<file path="src/common/dcache_pkg.sv">
package dcache_pkg;

    //////////////////////////////
    // widths
    //////////////////////////////

    localparam int ADDR_W     = 32;  // byte address
    localparam int WORD_W     = 32;
    localparam int LINE_WORDS = 8;   // words moved per memory transfer
    localparam int OFFSET_W   = 5;   // byte offset inside a line

    //////////////////////////////
    // vector types
    //////////////////////////////

    typedef logic [ADDR_W-1:0]            addr_t;
    typedef logic [WORD_W-1:0]            word_t;
    typedef logic [WORD_W/8-1:0]          strb_t;  // one bit per byte lane
    typedef logic [LINE_WORDS*WORD_W-1:0] line_t;  // word 0 in the low bits

    // one cpu load/store request
    typedef struct packed {
        logic  rd;
        logic  wr;
        addr_t addr;
        word_t wdata;
        strb_t wsel;
    } cpu_req_t;

    // miss handling
    typedef enum logic [1:0] {
        ST_LOOKUP,     // request checked against the tags
        ST_WRITEBACK,  // dirty victim going out to memory
        ST_REFILL      // waiting for the line to come back
    } ctrl_state_e;

endpackage

</file>
<file path="src/dcache/dcache_tag_store.sv">
`timescale 1ns/10ps

module dcache_tag_store #(
    parameter int SETS = 16
) (
    input  logic                 clk,
    input  logic                 rst,
    input  dcache_pkg::cpu_req_t req_i,
    input  logic                 lookup_i,
    input  logic                 fill_i,
    output logic                 hit_o,
    output logic                 hit_way_o,
    output logic                 victim_way_o,
    output logic                 victim_dirty_o,
    output dcache_pkg::addr_t    victim_addr_o
);
    import dcache_pkg::*;

    localparam int INDEX_W = $clog2(SETS);
    localparam int TAG_W   = ADDR_W - INDEX_W - OFFSET_W;

    typedef logic [INDEX_W-1:0] index_t;
    typedef logic [TAG_W-1:0]   tag_t;

    tag_t                 tag_q [2][SETS];
    logic [1:0][SETS-1:0] valid_q;
    logic [1:0][SETS-1:0] dirty_q;
    logic [SETS-1:0]      lru_q;  // way to replace next

    index_t     idx;
    tag_t       tag;
    logic [1:0] hit_w;

    assign idx = req_i.addr[OFFSET_W +: INDEX_W];
    assign tag = req_i.addr[ADDR_W-1 -: TAG_W];

    //////////////////////////////
    // hit compare
    //////////////////////////////

    always_comb begin
        for (int w = 0; w < 2; w++) begin
            hit_w[w] = valid_q[w][idx] && (tag_q[w][idx] == tag);
        end
    end

    assign hit_o     = |hit_w;
    assign hit_way_o = hit_w[1];

    // victim follows the lru bit of the set
    assign victim_way_o   = lru_q[idx];
    assign victim_dirty_o = dirty_q[victim_way_o][idx];
    assign victim_addr_o  = {tag_q[victim_way_o][idx], idx, {OFFSET_W{1'b0}}};

    //////////////////////////////
    // updates
    //////////////////////////////

    always_ff @(posedge clk) begin
        if (fill_i) begin
            tag_q[victim_way_o][idx] <= tag;
        end
    end

    always_ff @(posedge clk or posedge rst) begin
        if (rst) begin
            valid_q <= '0;
            dirty_q <= '0;
            lru_q   <= '0;
        end else if (fill_i) begin
            valid_q[victim_way_o][idx] <= 1'b1;
            dirty_q[victim_way_o][idx] <= req_i.wr;       // write miss lands dirty
            lru_q[idx]                 <= ~victim_way_o;
        end else if (lookup_i && hit_o) begin
            lru_q[idx] <= ~hit_way_o;  // the other way goes next
            if (req_i.wr) begin
                dirty_q[hit_way_o][idx] <= 1'b1;
            end
        end
    end

endmodule

</file>
<file path="config.mk">
export PLATFORM = sky130hd
export DESIGN_NAME = dcache_tag_store
export DESIGN_NICKNAME = d
export VERILOG_FILES = /design/src/common/dcache_pkg.sv /design/src/dcache/dcache_tag_store.sv
export SDC_FILE = /design/constraint.sdc
export NUM_CORES = 1
export LEC_CHECK = 0
export ABC_AREA = 1
export BUFFER_PORTS_ARGS = -buffer_cell sky130_fd_sc_hd__buf_2
export CAP_MARGIN = 10
export CORE_MARGIN = 2
export CORE_UTILIZATION = 45
export DETAILED_ROUTE_END_ITERATION = 10
export GPL_TIMING_DRIVEN = 0
export PLACE_DENSITY = 0.71
export SYNTH_ARGS = -nofsm -noshare
export SYNTH_HDL_FRONTEND = slang
export SYNTH_SLANG_ARGS = --single-unit
export TNS_END_PERCENT = 100
</file>
<file path="constraint.sdc">
create_clock -name clk -period 3.3 [get_ports clk]
set_input_delay 0.165 -clock clk [delete_from_list [all_inputs] [get_ports clk]]
set_output_delay 0.165 -clock clk [all_outputs]
set_load 0.02 [all_outputs]
</file>
==> summary.txt <==
Nets: 4004
via count: 27949
final setup fails: 1
Cells after Synth: 3757
Tmin final: 3.33 ns
worst slew pin tran: 1.02 ns
Critical Path AT: 3.17 ns
clock buffer depth: 3
detailed-route wire length per cell: 23.1 um
Seq/Total Area, Yosys: 0.670
Vias per Instance: 5.53
Clock transition at path regs: 0.06 ns
Synth Area in XOR/XNOR: 0
critical path type: in -> out
first-pass GRT wire length: 169 mm
initial antenna violation count: 3
Sink Count: 816
cell leakage power: 0.0178 uW
VDD IR max: 0.465 mV
CP Max Fanout: 10
PD cells: 561 nW/um^2
Initial Util: 0.455
CTS tree: built
Final Skew: 0.0648 ns
Synth Area in Adders: 0
largest family of logic cells by synthesized area: simple AND/OR/NAND/NOR gates
Fin Hold WS: 0.0347 ns
leading cell types in the layout, fill and taps excluded: nand2_1 (2138), edfxtp_1 (736), nand3_1 (154)
complex-gate fraction of the synthesized area: 0.0239
Post-Place Worst Slack: -1.35 ns
Critical Path RT: 3.13 ns
status: finished, violations left
Slew Limit Fails: 0
Synth Area in Simple Gates: 0.267
failing checks: negative setup slack
antenna cells: 0
most common cell after layout, fill and taps aside: nand2_1
Setup WS post-layout: -0.0314 ns
die area: 82200 um^2
Syn-to-layout area delta: 14.2%
Final ANT Viol Nets: 0
die width: 287 um
vias in the first global route: 26069
HPWL after DPL: 75.0 mm
crit path capture type: output pin
H-tree depth: 3
number of library cell types mapped by synthesis: 28
yosys warns: 0
Slew headroom: 0.317
Final Cycle Share: 1.01
later-pin clock latency in the skew report: 0.68 ns
Fillers: 6914
gpl congestion: 0.975
number of port buffers: 59
type of origin of the critical path: input port
multiplexer share of the synthesized area: 0
DRC Markers: 0
largest net degree at the start of global routing: 58
core area: 79000 um^2
IO Pins: 110
cell area after synthesis: 36000 um^2
drt first pass iters: 6
Placement Rows: 103
All-Layer GR Usage: 0.282
Initial DRC Count: 3771
Overflow after GRT: 0
Worst Hold Class: in -> async
mean area per synthesized cell: 9.57 um^2
Die Ht: 287 um
Root Driver: clkbuf_16
Hold Vio Cnt, Final: 0
register area: 24100 um^2
Seq cells post-synth: 816
fmax: 300 MHz
proportion of layout cells with a drive suffix above 1: 0.106
final wirelength: 117 mm
unrepaired setup endpoints after global routing: true
Max-Cap Viols: 0
footprint of the multi-input gates: 10600 um^2
TritonCTS Buffers: 86
[layer usage]
| metal | global-route usage | vias up | share of wire |
|---|---|---|---|
| met1 | 0.385 | 13316 | 0.39 |
| li1 | - | 12544 | - |
| met3 | 0.0572 | 299 | 0.12 |
| met5 | 0 | - | 0.000068 |
| met2 | 0.438 | 1788 | 0.45 |
| met4 | 0.123 | 2 | 0.045 |
[logic make-up after synthesis]
logic type / after synthesis
AND/OR/NAND/NOR: 2471
buffers and inverters: 310
other: 1
AO/OA/AOI/OAI: 159
flip-flops: 816
[sequential cells by signal (all words and copies together) (netlist names)]
name	flops
valid_q	32
tag_q	736
lru_q	16
dirty_q	32
[cell type report]
cell class              instances  share of cell area
inverters                     130              0.0122
clock buffers                 109              0.0560
repair buffers                 82              0.0188
well taps                    1050              0.0320
plain buffers                 179              0.0242
flip-flops and latches        816               0.587
multi-input cells            2635               0.258
clock inverters                49              0.0115
[power by group]
part | internal [uW] | total (uW) | switching, uW
clock | 5370 | 9550 | 4180
sequential | 11400 | 11500 | 63.5
combinational | 490 | 2000 | 1510
total | 17300 | 23100 | 5750
[repair_timing]
action | CTS | global route
setup endpoints to repair | 455 | 34
hold buffers | 2 | 0
buffers inserted | 2 | 3
pin swaps | 0 | 1
hold endpoints to repair | 84 | 0
gates resized for setup | 76 | 43
[synth_stat cells (all sizes together)]
| cell | n | area share |
|---|---|---|
| nand4 | 12 | 0.0021 |
| o21bai | 9 | 0.0019 |
| o22ai | 8 | 0.0014 |
| nand3 | 156 | 0.022 |
| dfrtp | 80 | 0.056 |
| or2 | 19 | 0.0033 |
| a22oi | 12 | 0.0025 |
| nand2 | 2144 | 0.22 |
| clkbuf | 37 | 0.0039 |
| o21ai | 99 | 0.014 |
| a21oi | 31 | 0.0043 |
| conb | 1 | 0.00010 |
| nor3 | 2 | 0.00028 |
| inv | 126 | 0.013 |
| edfxtp | 736 | 0.61 |
| buf | 143 | 0.021 |
| nor2 | 138 | 0.015 |
| clkinv | 4 | 0.00042 |
[critical path, stage by stage]
cell,delay [ns]
buf_4,0.17
inv_4,0.16
buf_2,0.37
buf_1,0.51
nand2_1,0.16
nand2_1,0.10
nand2_1,0.06
nand2_1,0.08
inv_1,0.06
nand2_1,0.26
nand2_1,0.16
nand2_1,0.12
nor2_1,0.04
nand2_1,0.05
nor2_1,0.05
nand3_1,0.29
nand2_2,0.16
buf_2,0.19
[worst paths after layout]
| kind | start | endpoint | slack, ns | cells past startpoint |
|---|---|---|---|---|
| worst max-delay path | req_i[42] | hit_o | -0.03 | 18 |
| worst min-delay path | rst | lru_q[11] | 0.03 | 3 |
| worst max register to register | tag_q[0][247] | dirty_q[31] | 0.33 | 19 |
| worst min register to register | valid_q[15] | valid_q[15] | 0.45 | 2 |
| max in group asynchronous | rst | valid_q[30] | 2.62 | 4 |
| min in group clk | req_i[52] | tag_q[0][214] | 0.06 | 1 |
[metrics by stage]
stage | area, um^2 | power (uW) | setup TNS, ns | util | cells
2_1_floorplan | 36000 | 12700 | 0 | - | 3761
3_3_place_gp | 37600 | 13500 | -985.43 | 0.476 | 4870
3_5_place_dp | 38000 | 13600 | -630.06 | 0.480 | 4884
4_1_cts | 40900 | 23000 | 0 | 0.518 | 5045
5_1_grt | 41100 | 23600 | -0.150 | 0.520 | 5050
6_report | 41100 | 23100 | -0.0314 | 0.520 | 5050
Power figures use the tool's default switching activity.
