File: src/common/dcache_pkg.sv
package dcache_pkg;

    //////////////////////////////
    // widths
    //////////////////////////////

    localparam int ADDR_W     = 32;  // byte address
    localparam int WORD_W     = 32;
    localparam int LINE_WORDS = 8;   // words moved per memory transfer
    localparam int OFFSET_W   = 5;   // byte offset inside a line

    //////////////////////////////
    // vector types
    //////////////////////////////

    typedef logic [ADDR_W-1:0]            addr_t;
    typedef logic [WORD_W-1:0]            word_t;
    typedef logic [WORD_W/8-1:0]          strb_t;  // one bit per byte lane
    typedef logic [LINE_WORDS*WORD_W-1:0] line_t;  // word 0 in the low bits

    // one cpu load/store request
    typedef struct packed {
        logic  rd;
        logic  wr;
        addr_t addr;
        word_t wdata;
        strb_t wsel;
    } cpu_req_t;

    // miss handling
    typedef enum logic [1:0] {
        ST_LOOKUP,     // request checked against the tags
        ST_WRITEBACK,  // dirty victim going out to memory
        ST_REFILL      // waiting for the line to come back
    } ctrl_state_e;

endpackage

File: src/dcache/dcache_ctrl.sv
`timescale 1ns/10ps

module dcache_ctrl (
    input  logic                 clk,
    input  logic                 rst,
    input  dcache_pkg::cpu_req_t cpu_req_i,

    // from the stores
    input  logic                 hit_i,
    input  logic                 victim_dirty_i,
    input  dcache_pkg::addr_t    victim_addr_i,
    input  dcache_pkg::line_t    victim_line_i,
    input  dcache_pkg::word_t    hit_word_i,

    // memory responses
    input  logic                 mem_rvalid_i,
    input  dcache_pkg::line_t    mem_rdata_i,
    input  logic                 mem_bvalid_i,

    output dcache_pkg::cpu_req_t req_o,
    output logic                 lookup_o,
    output logic                 fill_o,
    output logic                 cpu_data_valid_o,
    output dcache_pkg::word_t    cpu_data_o,
    output logic                 cpu_stall_o,
    output logic                 mem_ren_o,
    output dcache_pkg::addr_t    mem_araddr_o,
    output logic                 mem_wen_o,
    output dcache_pkg::addr_t    mem_awaddr_o,
    output dcache_pkg::line_t    mem_wdata_o
);
    import dcache_pkg::*;

    localparam int WORD_SEL_W = $clog2(LINE_WORDS);

    cpu_req_t              req_q;
    ctrl_state_e           state_q;
    ctrl_state_e           state_d;
    logic                  req_valid;
    logic                  miss;
    addr_t                 wb_addr_q;  // victim held for the writeback
    line_t                 wb_line_q;
    logic [WORD_SEL_W-1:0] word_sel;
    word_t                 fill_word;

    //////////////////////////////
    // request register
    //////////////////////////////

    always_ff @(posedge clk or posedge rst) begin
        if (rst) begin
            req_q <= '0;
        end else if (!cpu_stall_o) begin
            req_q <= cpu_req_i;  // new request only while not stalled
        end
    end

    assign req_o     = req_q;
    assign req_valid = req_q.rd | req_q.wr;
    assign lookup_o  = (state_q == ST_LOOKUP) && req_valid;
    assign miss      = lookup_o && !hit_i;
    assign fill_o    = (state_q == ST_REFILL) && mem_rvalid_i;  // line arrives

    //////////////////////////////
    // miss state machine
    //////////////////////////////

    always_comb begin
        state_d = state_q;
        case (state_q)
            ST_LOOKUP: begin
                if (miss) begin
                    state_d = victim_dirty_i ? ST_WRITEBACK : ST_REFILL;
                end
            end
            ST_WRITEBACK: begin
                if (mem_bvalid_i) begin
                    state_d = ST_REFILL;  // victim is out, fetch the new line
                end
            end
            ST_REFILL: begin
                if (mem_rvalid_i) begin
                    state_d = ST_LOOKUP;
                end
            end
            default: state_d = ST_LOOKUP;
        endcase
    end

    always_ff @(posedge clk or posedge rst) begin
        if (rst) begin
            state_q <= ST_LOOKUP;
        end else begin
            state_q <= state_d;
        end
    end

    // capture the victim on the way into writeback
    always_ff @(posedge clk) begin
        if (miss && victim_dirty_i) begin
            wb_addr_q <= victim_addr_i;
            wb_line_q <= victim_line_i;
        end
    end

    // stall from the miss until the refill line shows up
    assign cpu_stall_o = miss
                      || (state_q == ST_WRITEBACK)
                      || ((state_q == ST_REFILL) && !mem_rvalid_i);

    //////////////////////////////
    // memory requests
    //////////////////////////////

    assign mem_wen_o    = (state_q == ST_WRITEBACK);
    assign mem_awaddr_o = wb_addr_q;
    assign mem_wdata_o  = wb_line_q;

    assign mem_ren_o    = (state_q == ST_REFILL) && !mem_rvalid_i;  // drops with the response
    assign mem_araddr_o = {req_q.addr[ADDR_W-1:OFFSET_W], {OFFSET_W{1'b0}}};

    //////////////////////////////
    // cpu response
    //////////////////////////////

    assign word_sel  = req_q.addr[OFFSET_W-1 -: WORD_SEL_W];
    assign fill_word = mem_rdata_i[word_sel*WORD_W +: WORD_W];

    // read hit in lookup, or read miss served straight from the refill
    assign cpu_data_valid_o = req_q.rd && ((lookup_o && hit_i) || fill_o);
    assign cpu_data_o       = fill_o ? fill_word : hit_word_i;

endmodule

File: config.mk
export PLATFORM = sky130hd
export DESIGN_NAME = dcache_ctrl
export DESIGN_NICKNAME = d
export VERILOG_FILES = /design/src/common/dcache_pkg.sv /design/src/dcache/dcache_ctrl.sv
export SDC_FILE = /design/constraint.sdc
export NUM_CORES = 1
export LEC_CHECK = 0
export ABC_AREA = 0
export BUFFER_PORTS_ARGS = -buffer_cell sky130_fd_sc_hd__clkbuf_2
export CAP_MARGIN = 20
export CORE_AREA = 2 2 424 426
export CTS_BUF_LIST = sky130_fd_sc_hd__clkbuf_8
export CTS_CLUSTER_SIZE = 40
export DETAILED_ROUTE_END_ITERATION = 8
export DIE_AREA = 0 0 426 428
export REMOVE_ABC_BUFFERS = 1
export SLEW_MARGIN = 5
export SYNTH_ARGS = -nofsm -noshare
export SYNTH_HDL_FRONTEND = slang
export SYNTH_SLANG_ARGS = --single-unit
File: constraint.sdc
create_clock -name clk -period 41.2 [get_ports clk]
set_input_delay 0 -clock clk [delete_from_list [all_inputs] [get_ports clk]]
set_output_delay 0 -clock clk [all_outputs]
set_load 0.1 [all_outputs]
==> results of run 1 <==
==> per-stage QoR <==
stage | cell area, um2 | std cells
final | 30400 | 5028
after global routing | 30400 | 5009
after CTS | 30300 | 4971
after detailed placement | 22100 | 4161
after global placement | 22100 | 4161
after floorplan | 13600 | 717
==> registers in the layout, summed over array words and instances (netlist names) <==
signal / flops
mem_awaddr_o: 32
state_q: 2
req_o: 43
mem_araddr_o: 27
mem_wdata_o: 256
==> cell usage in the layout, fill, tap and decap left out, types with 2 or more instances in the layout <==
cell           synthesis  final
inv_8                  0      2
a22o_1                32     32
clkbuf_2               0   1074
diode_2                0     57
inv_1                  4     22
nand2b_1               3      2
nor2_1                 3      2
nor3_1                 2      2
o31ai_1               32     32
mux2_2               129    129
clkinvlp_4             0      8
mux2_1                 6      6
clkinv_1               0     12
nand3b_1               2      2
conb_1                 1      5
mux2i_1               64     64
inv_12                 0      3
clkinv_2               0      8
edfxtp_1             288    288
nand2_1               33     32
o22ai_1               32     32
buf_4                 38     15
clkbuf_8               0     76
dlygate4sd3_1          0    681
dfrtp_1               72     71
==> critical path, cell delays in order (launching register included) <==
cell and delay, ps:
dfrtp_4 640, buf_4 680, buf_4 830, mux2i_1 170, a22o_1 270, o31ai_1 310
clkbuf_2 520
==> kinds of logic after synthesis <==
| kind of cell | after synthesis | share of synthesized area |
|---|---|---|
| AND/OR/NAND/NOR | 47 | 0.0147 |
| AO/OA/AOI/OAI | 102 | 0.0551 |
| multiplexers | 199 | 0.153 |
| other | 1 | 0.000266 |
| flip-flops | 360 | 0.741 |
| buffers and inverters | 79 | 0.0360 |
==> routing by layer <==
layer,up-vias,global-route usage,share of wire
li1,6681,-,-
met1,7499,0.144,0.34
met2,823,0.235,0.48
met3,332,0.0709,0.11
met4,134,0.0688,0.052
met5,-,0,0.0064
==> timing repair <==
item,in CTS,in global routing
hold buffers,681,0
endpoints found under the hold margin,461,0
resized for setup,0,0
==> worst min-delay path by stage <==
| stage | from | endpoint | slack, ps | cells past startpoint |
|---|---|---|---|---|
| after floorplan | victim_addr_i[0] | mem_awaddr_o[0] | 100 | 0 |
| after CTS | victim_line_i[16] | mem_wdata_o[16] | 2 | 2 |
| final | victim_line_i[255] | mem_wdata_o[255] | 80 | 2 |
| after global routing | cpu_req_i[7] | req_o[7] | 30 | 3 |
| after global placement | rst | req_o[5] | -10 | 2 |
| after detailed placement | rst | req_o[5] | -10 | 2 |
==> cell type report <==
class | count | area (um2) | share of cell area
timing repair buffer | 1770 | 12300 | 0.405
sequential | 360 | 10500 | 0.344
multi-input combinational | 353 | 3190 | 0.105
tap | 2355 | 2950 | 0.0969
clock buffer | 76 | 1050 | 0.0344
clock inverter | 53 | 297 | 0.00976
antenna | 57 | 143 | 0.00469
inverter | 4 | 17.5 | 0.000576
==> report_power, final <==
group          switching, mW  total (mW)  internal (mW)  leakage [nW]
sequential            0.0618       0.584          0.522          3.51
clock                  0.190       0.364          0.175         0.737
combinational           1.28        1.55          0.272          8.72
==> results_dict.tcl, run 1 <==
set metrics [dict create \
    required_ps 41200 \
    power.leakage_nw 13.0 \
    r2r_slack_ps 37320 \
    max_cap_viol_count 0 \
    timing.final.hold_violations 0 \
    die_outline_area_um2 182000 \
    total_power_mw 2.50 \
    grt_first_pass_wirelength_um 164000 \
    status "complete, no violations" \
    timing.critical_path.to_type "output port" \
    fp.dieW_um 426 \
    routed_wire_length_per_instance_um 26.4 \
    synth-warning-count 0 \
    finish.utilization 0.171 \
    grtUsageTotal 0.141 \
    crit-reg2reg-capture "mem_wdata_o[69]" \
    ys_top_cells_by_count "edfxtp_1 (288), mux2_2 (129), dfrtp_1 (72)" \
    clockRootBuffer "clkbuf_8" \
    commonest_register_cell_after_synthesis "edfxtp_1" \
    finish.net_count 3214 \
    timing.final.max_slew_violations 0 \
    post_syn_area_um2 14100 \
    post-route-drc-count 0 \
    worst_setup_slack_post_dpl_ps 37270 \
    detail-route-antenna-nets 0 \
    boundaryPins 1080 \
    detailroute.via_count 15469 \
    ys_async_sr_fraction 0.200 \
    min_path_type "input pin to register" \
    cts_buf_count 73 \
    drive_above_1_share 0.506 \
    syn_to_final_growth_pct 115 \
    clock-sinks 360 \
    synth.most_common_cell "edfxtp_1" \
    number_of_synthesized_flops_with_an_enable_pin 288 \
    post-cts-setup-buffer-count 0 \
    die_y_um 428 \
    routed_wirelength_um 133000 \
    worstSetupPathType "register to output port" \
    avgViaCountPerCell 3.08 \
    power.density_nw_per_um2 82.4 \
    synth.yosys.seq_area_share 0.741 \
    startpoint_type "register" \
    initial_antenna_violation_count 159 \
    finalClockSkew_ps 62.2 \
    drt_iter0_drc 961 \
    first_global_vias 15546 \
    worst-path-max-fanout 61 \
    timing.slew.headroom 0.332 \
    clkLatencyLatePin_ps 770 \
    worst_hold_slack_ps 82.4 \
    setup_violations 0 \
    cp_data_arrival_time_ps 4260 \
    rsz_0062_raised_after_global_routing "no" \
    worstReg2RegStart "state_q[1]" \
    yosys.cell_types.count 31 \
    synthesis.instances 788 \
    avgSynthCellArea_um2 17.9 \
    synth.ff_latch_count 360 \
    setup.worst_path.start "req_o[38]" \
    row_count 155 \
    post-route-period-util 0.103 \
    worstMarginPinSlew_ps 1000 \
    routabilityCongestion 0.973 \
    fin_setup_tns_ps 0 \
    dominant_cell_type_by_area_after_synthesis "edfxtp_1" \
    clkTransAtPathRegs_ps 60 \
    layout.filler_cells 19843 \
    initial_utilization 0.0794 \
    core_area_um2 178000 \
    ys_top_cells_by_area "edfxtp_1 (61%), dfrtp_1 (13%), mux2_2 (10%), mux2i_1 (4.5%), buf_4 (2.0%)" \
    critPathCapture "cpu_data_o[13]" \
    first_pass_iters 5 \
    tritoncts_clock_tree "done" \
    place_hpwl_um 113000 \
    timing.final.crit_period_ps 4260 \
    setup_slack_ps 36940 \
    global_route.overflow_total 0 \
    synth_top_area_share 0.613 \
    r2r.worst_path.cells 5 \
    portBuffers 1074 \
    grt_max_degree 78 \
    cts_max_path_buffers 3 \
    irDropWorstVdd_uv 43.7 \
    max_clock_freq_mhz 235 \
    htree_num_levels 3 \
]
(Power assumes the default switching activity.)
==> run 2, diff against run 1 <==
==> constraint.sdc (replaced) <==
create_clock -name clk -period 4 [get_ports clk]
set_input_delay 0 -clock clk [delete_from_list [all_inputs] [get_ports clk]]
set_output_delay 0 -clock clk [all_outputs]
set_load 0.1 [all_outputs]
==> results_dict.tcl, run 2 (synthesized netlist as in run 1, its figures left out) <==
set metrics [dict create \
    status "complete, no violations" \
    cp_data_arrival_time_ps 3310 \
    timing.critical_path.to_type "output port" \
    setup.worst_path.start "req_o[38]" \
    timing.critical_path.slowest_stage_cell "dfrtp_4" \
    boundaryPins 1080 \
    finalClockSkew_ps 43.5 \
    critPathCapture "cpu_data_o[29]" \
    total_power_mw 26.1 \
    final_common_cell "clkbuf_2" \
    stdcell_area_um2 30100 \
    irDropWorstVdd_uv 417 \
    htree_num_levels 3 \
    cpPeakStageDelay_ps 960 \
    fp.dieW_um 426 \
    cts_buf_count 73 \
    global_route.overflow_total 0 \
    timing.final.max_slew_violations 0 \
    tritoncts_clock_tree "done" \
    syn_to_final_growth_pct 113 \
    crit-reg2reg-capture "mem_wdata_o[84]" \
    ctsResizeCount 0 \
    place_hpwl_um 113000 \
    layout.filler_cells 19780 \
    grtUsageTotal 0.140 \
    die_y_um 428 \
    cts.hold.buffers_added 623 \
    rsz_0062_raised_after_global_routing "no" \
    max_clock_freq_mhz 302 \
    first_pass_iters 5 \
    drive_above_1_share 0.520 \
    drt_iter0_drc 893 \
    startpoint_type "register" \
    worstReg2RegStart "state_q[1]" \
    routabilityCongestion 0.976 \
    worstMarginPinSlew_ps 847 \
    clock-sinks 360 \
    worstPathCellList "buf_12 > mux2i_1 > a22o_1 > o31ai_1 > clkbuf_2" \
    timing.final.hold_violations 0 \
    clkTransAtPathRegs_ps 60 \
    timing.final.crit_period_ps 3310 \
    grt_first_pass_wirelength_um 163000 \
    detail-route-antenna-nets 0 \
    r2r_slack_ps 1580 \
    finish.net_count 3160 \
    row_count 155 \
    cts_max_path_buffers 3 \
    die_outline_area_um2 182000 \
    initial_utilization 0.0794 \
    required_ps 4000 \
    first_global_vias 15482 \
    post-route-period-util 0.827 \
    cp_top_family "flip-flops" \
    min_path_type "input pin to register" \
    clockRootBuffer "clkbuf_8" \
    avgViaCountPerCell 3.08 \
    routed_wire_length_per_instance_um 26.6 \
    core_area_um2 178000 \
    finish.utilization 0.169 \
    number_of_flip_flops_under_the_largest_register_name 256 \
    place_area_um2 22200 \
    worst_hold_slack_ps 86.7 \
    worst-path-stages 5 \
    setup_violations 0 \
    min-delay-start "victim_line_i[97]" \
    grt_max_degree 108 \
    clkLatencyLatePin_ps 730 \
    critical_path_buf_inv_count 2 \
    worstSetupPathType "register to output port" \
    power.density_nw_per_um2 869 \
    routed_wirelength_um 132000 \
    mostFrequentLayoutCells "clkbuf_2 (1074), dlygate4sd3_1 (623), edfxtp_1 (288)" \
    power.leakage_nw 12.8 \
    timing.slew.headroom 0.435 \
    r2r.worst_path.cells 4 \
    initial_antenna_violation_count 157 \
    detailroute.via_count 15338 \
    post-cts-setup-buffer-count 0 \
    portBuffers 1074 \
    worst-path-max-fanout 47 \
    post-route-drc-count 0 \
    max_cap_viol_count 0 \
]
==> run 2: power breakdown <==
group	switching, mW	internal (mW)
clock	1.92	2.14
sequential	0.727	5.37
combinational	13.1	2.84
total	15.8	10.4
==> run 2: per-stage QoR <==
step	worst slack, ps	std cells	setup TNS (ps)
finish	692	4982	0
global route	506	4964	0
CTS	532	4918	0
detailed placement	1360	4165	0
global placement	1420	4165	0
floorplan	-28260	717	-8238030
==> run 2: worst register-to-register path, delay by kind of cell (launching register included) <==
family                 cells  cell delay [ps]
and+or+nand+nor            2              550
DFF                        1              590
buffers and inverters      2              890
==> run 2: area by class of cell <==
cell class                      count  area (um2)  share of cell area
Timing Repair Buffer             1716       11800               0.393
Clock buffer                       77        1060              0.0352
Tap cell                         2355        2950              0.0980
Sequential cell                   360       10500               0.348
Multi-Input combinational cell    353        3190               0.106
Inverter                            4        17.5            0.000582
Clock inverter                     53         415              0.0138
Antenna cell                       64         160             0.00533
==> run 2: worst min path at each step <==
| stage | slack [ps] | to | cells after the start |
|---|---|---|---|
| 2_1_floorplan | 100 | mem_awaddr_o[0] | 0 |
| 3_3_place_gp | -20 | req_o[5] | 2 |
| 3_5_place_dp | -20 | req_o[5] | 2 |
| 4_1_cts | 0.04 | req_o[39] | 3 |
| 5_1_grt | 40 | mem_wdata_o[67] | 2 |
| 6_report | 90 | mem_wdata_o[97] | 2 |
==> run 2: layer usage <==
metal  vias up  share of wire  wire length, um  GRT usage
met5         -         0.0069              910          0
met3       334           0.11            14700     0.0730
met4       128          0.053             6980     0.0698
met1      7499           0.35            46100      0.143
met2       805           0.48            63600      0.232
li1       6572              -                -          -
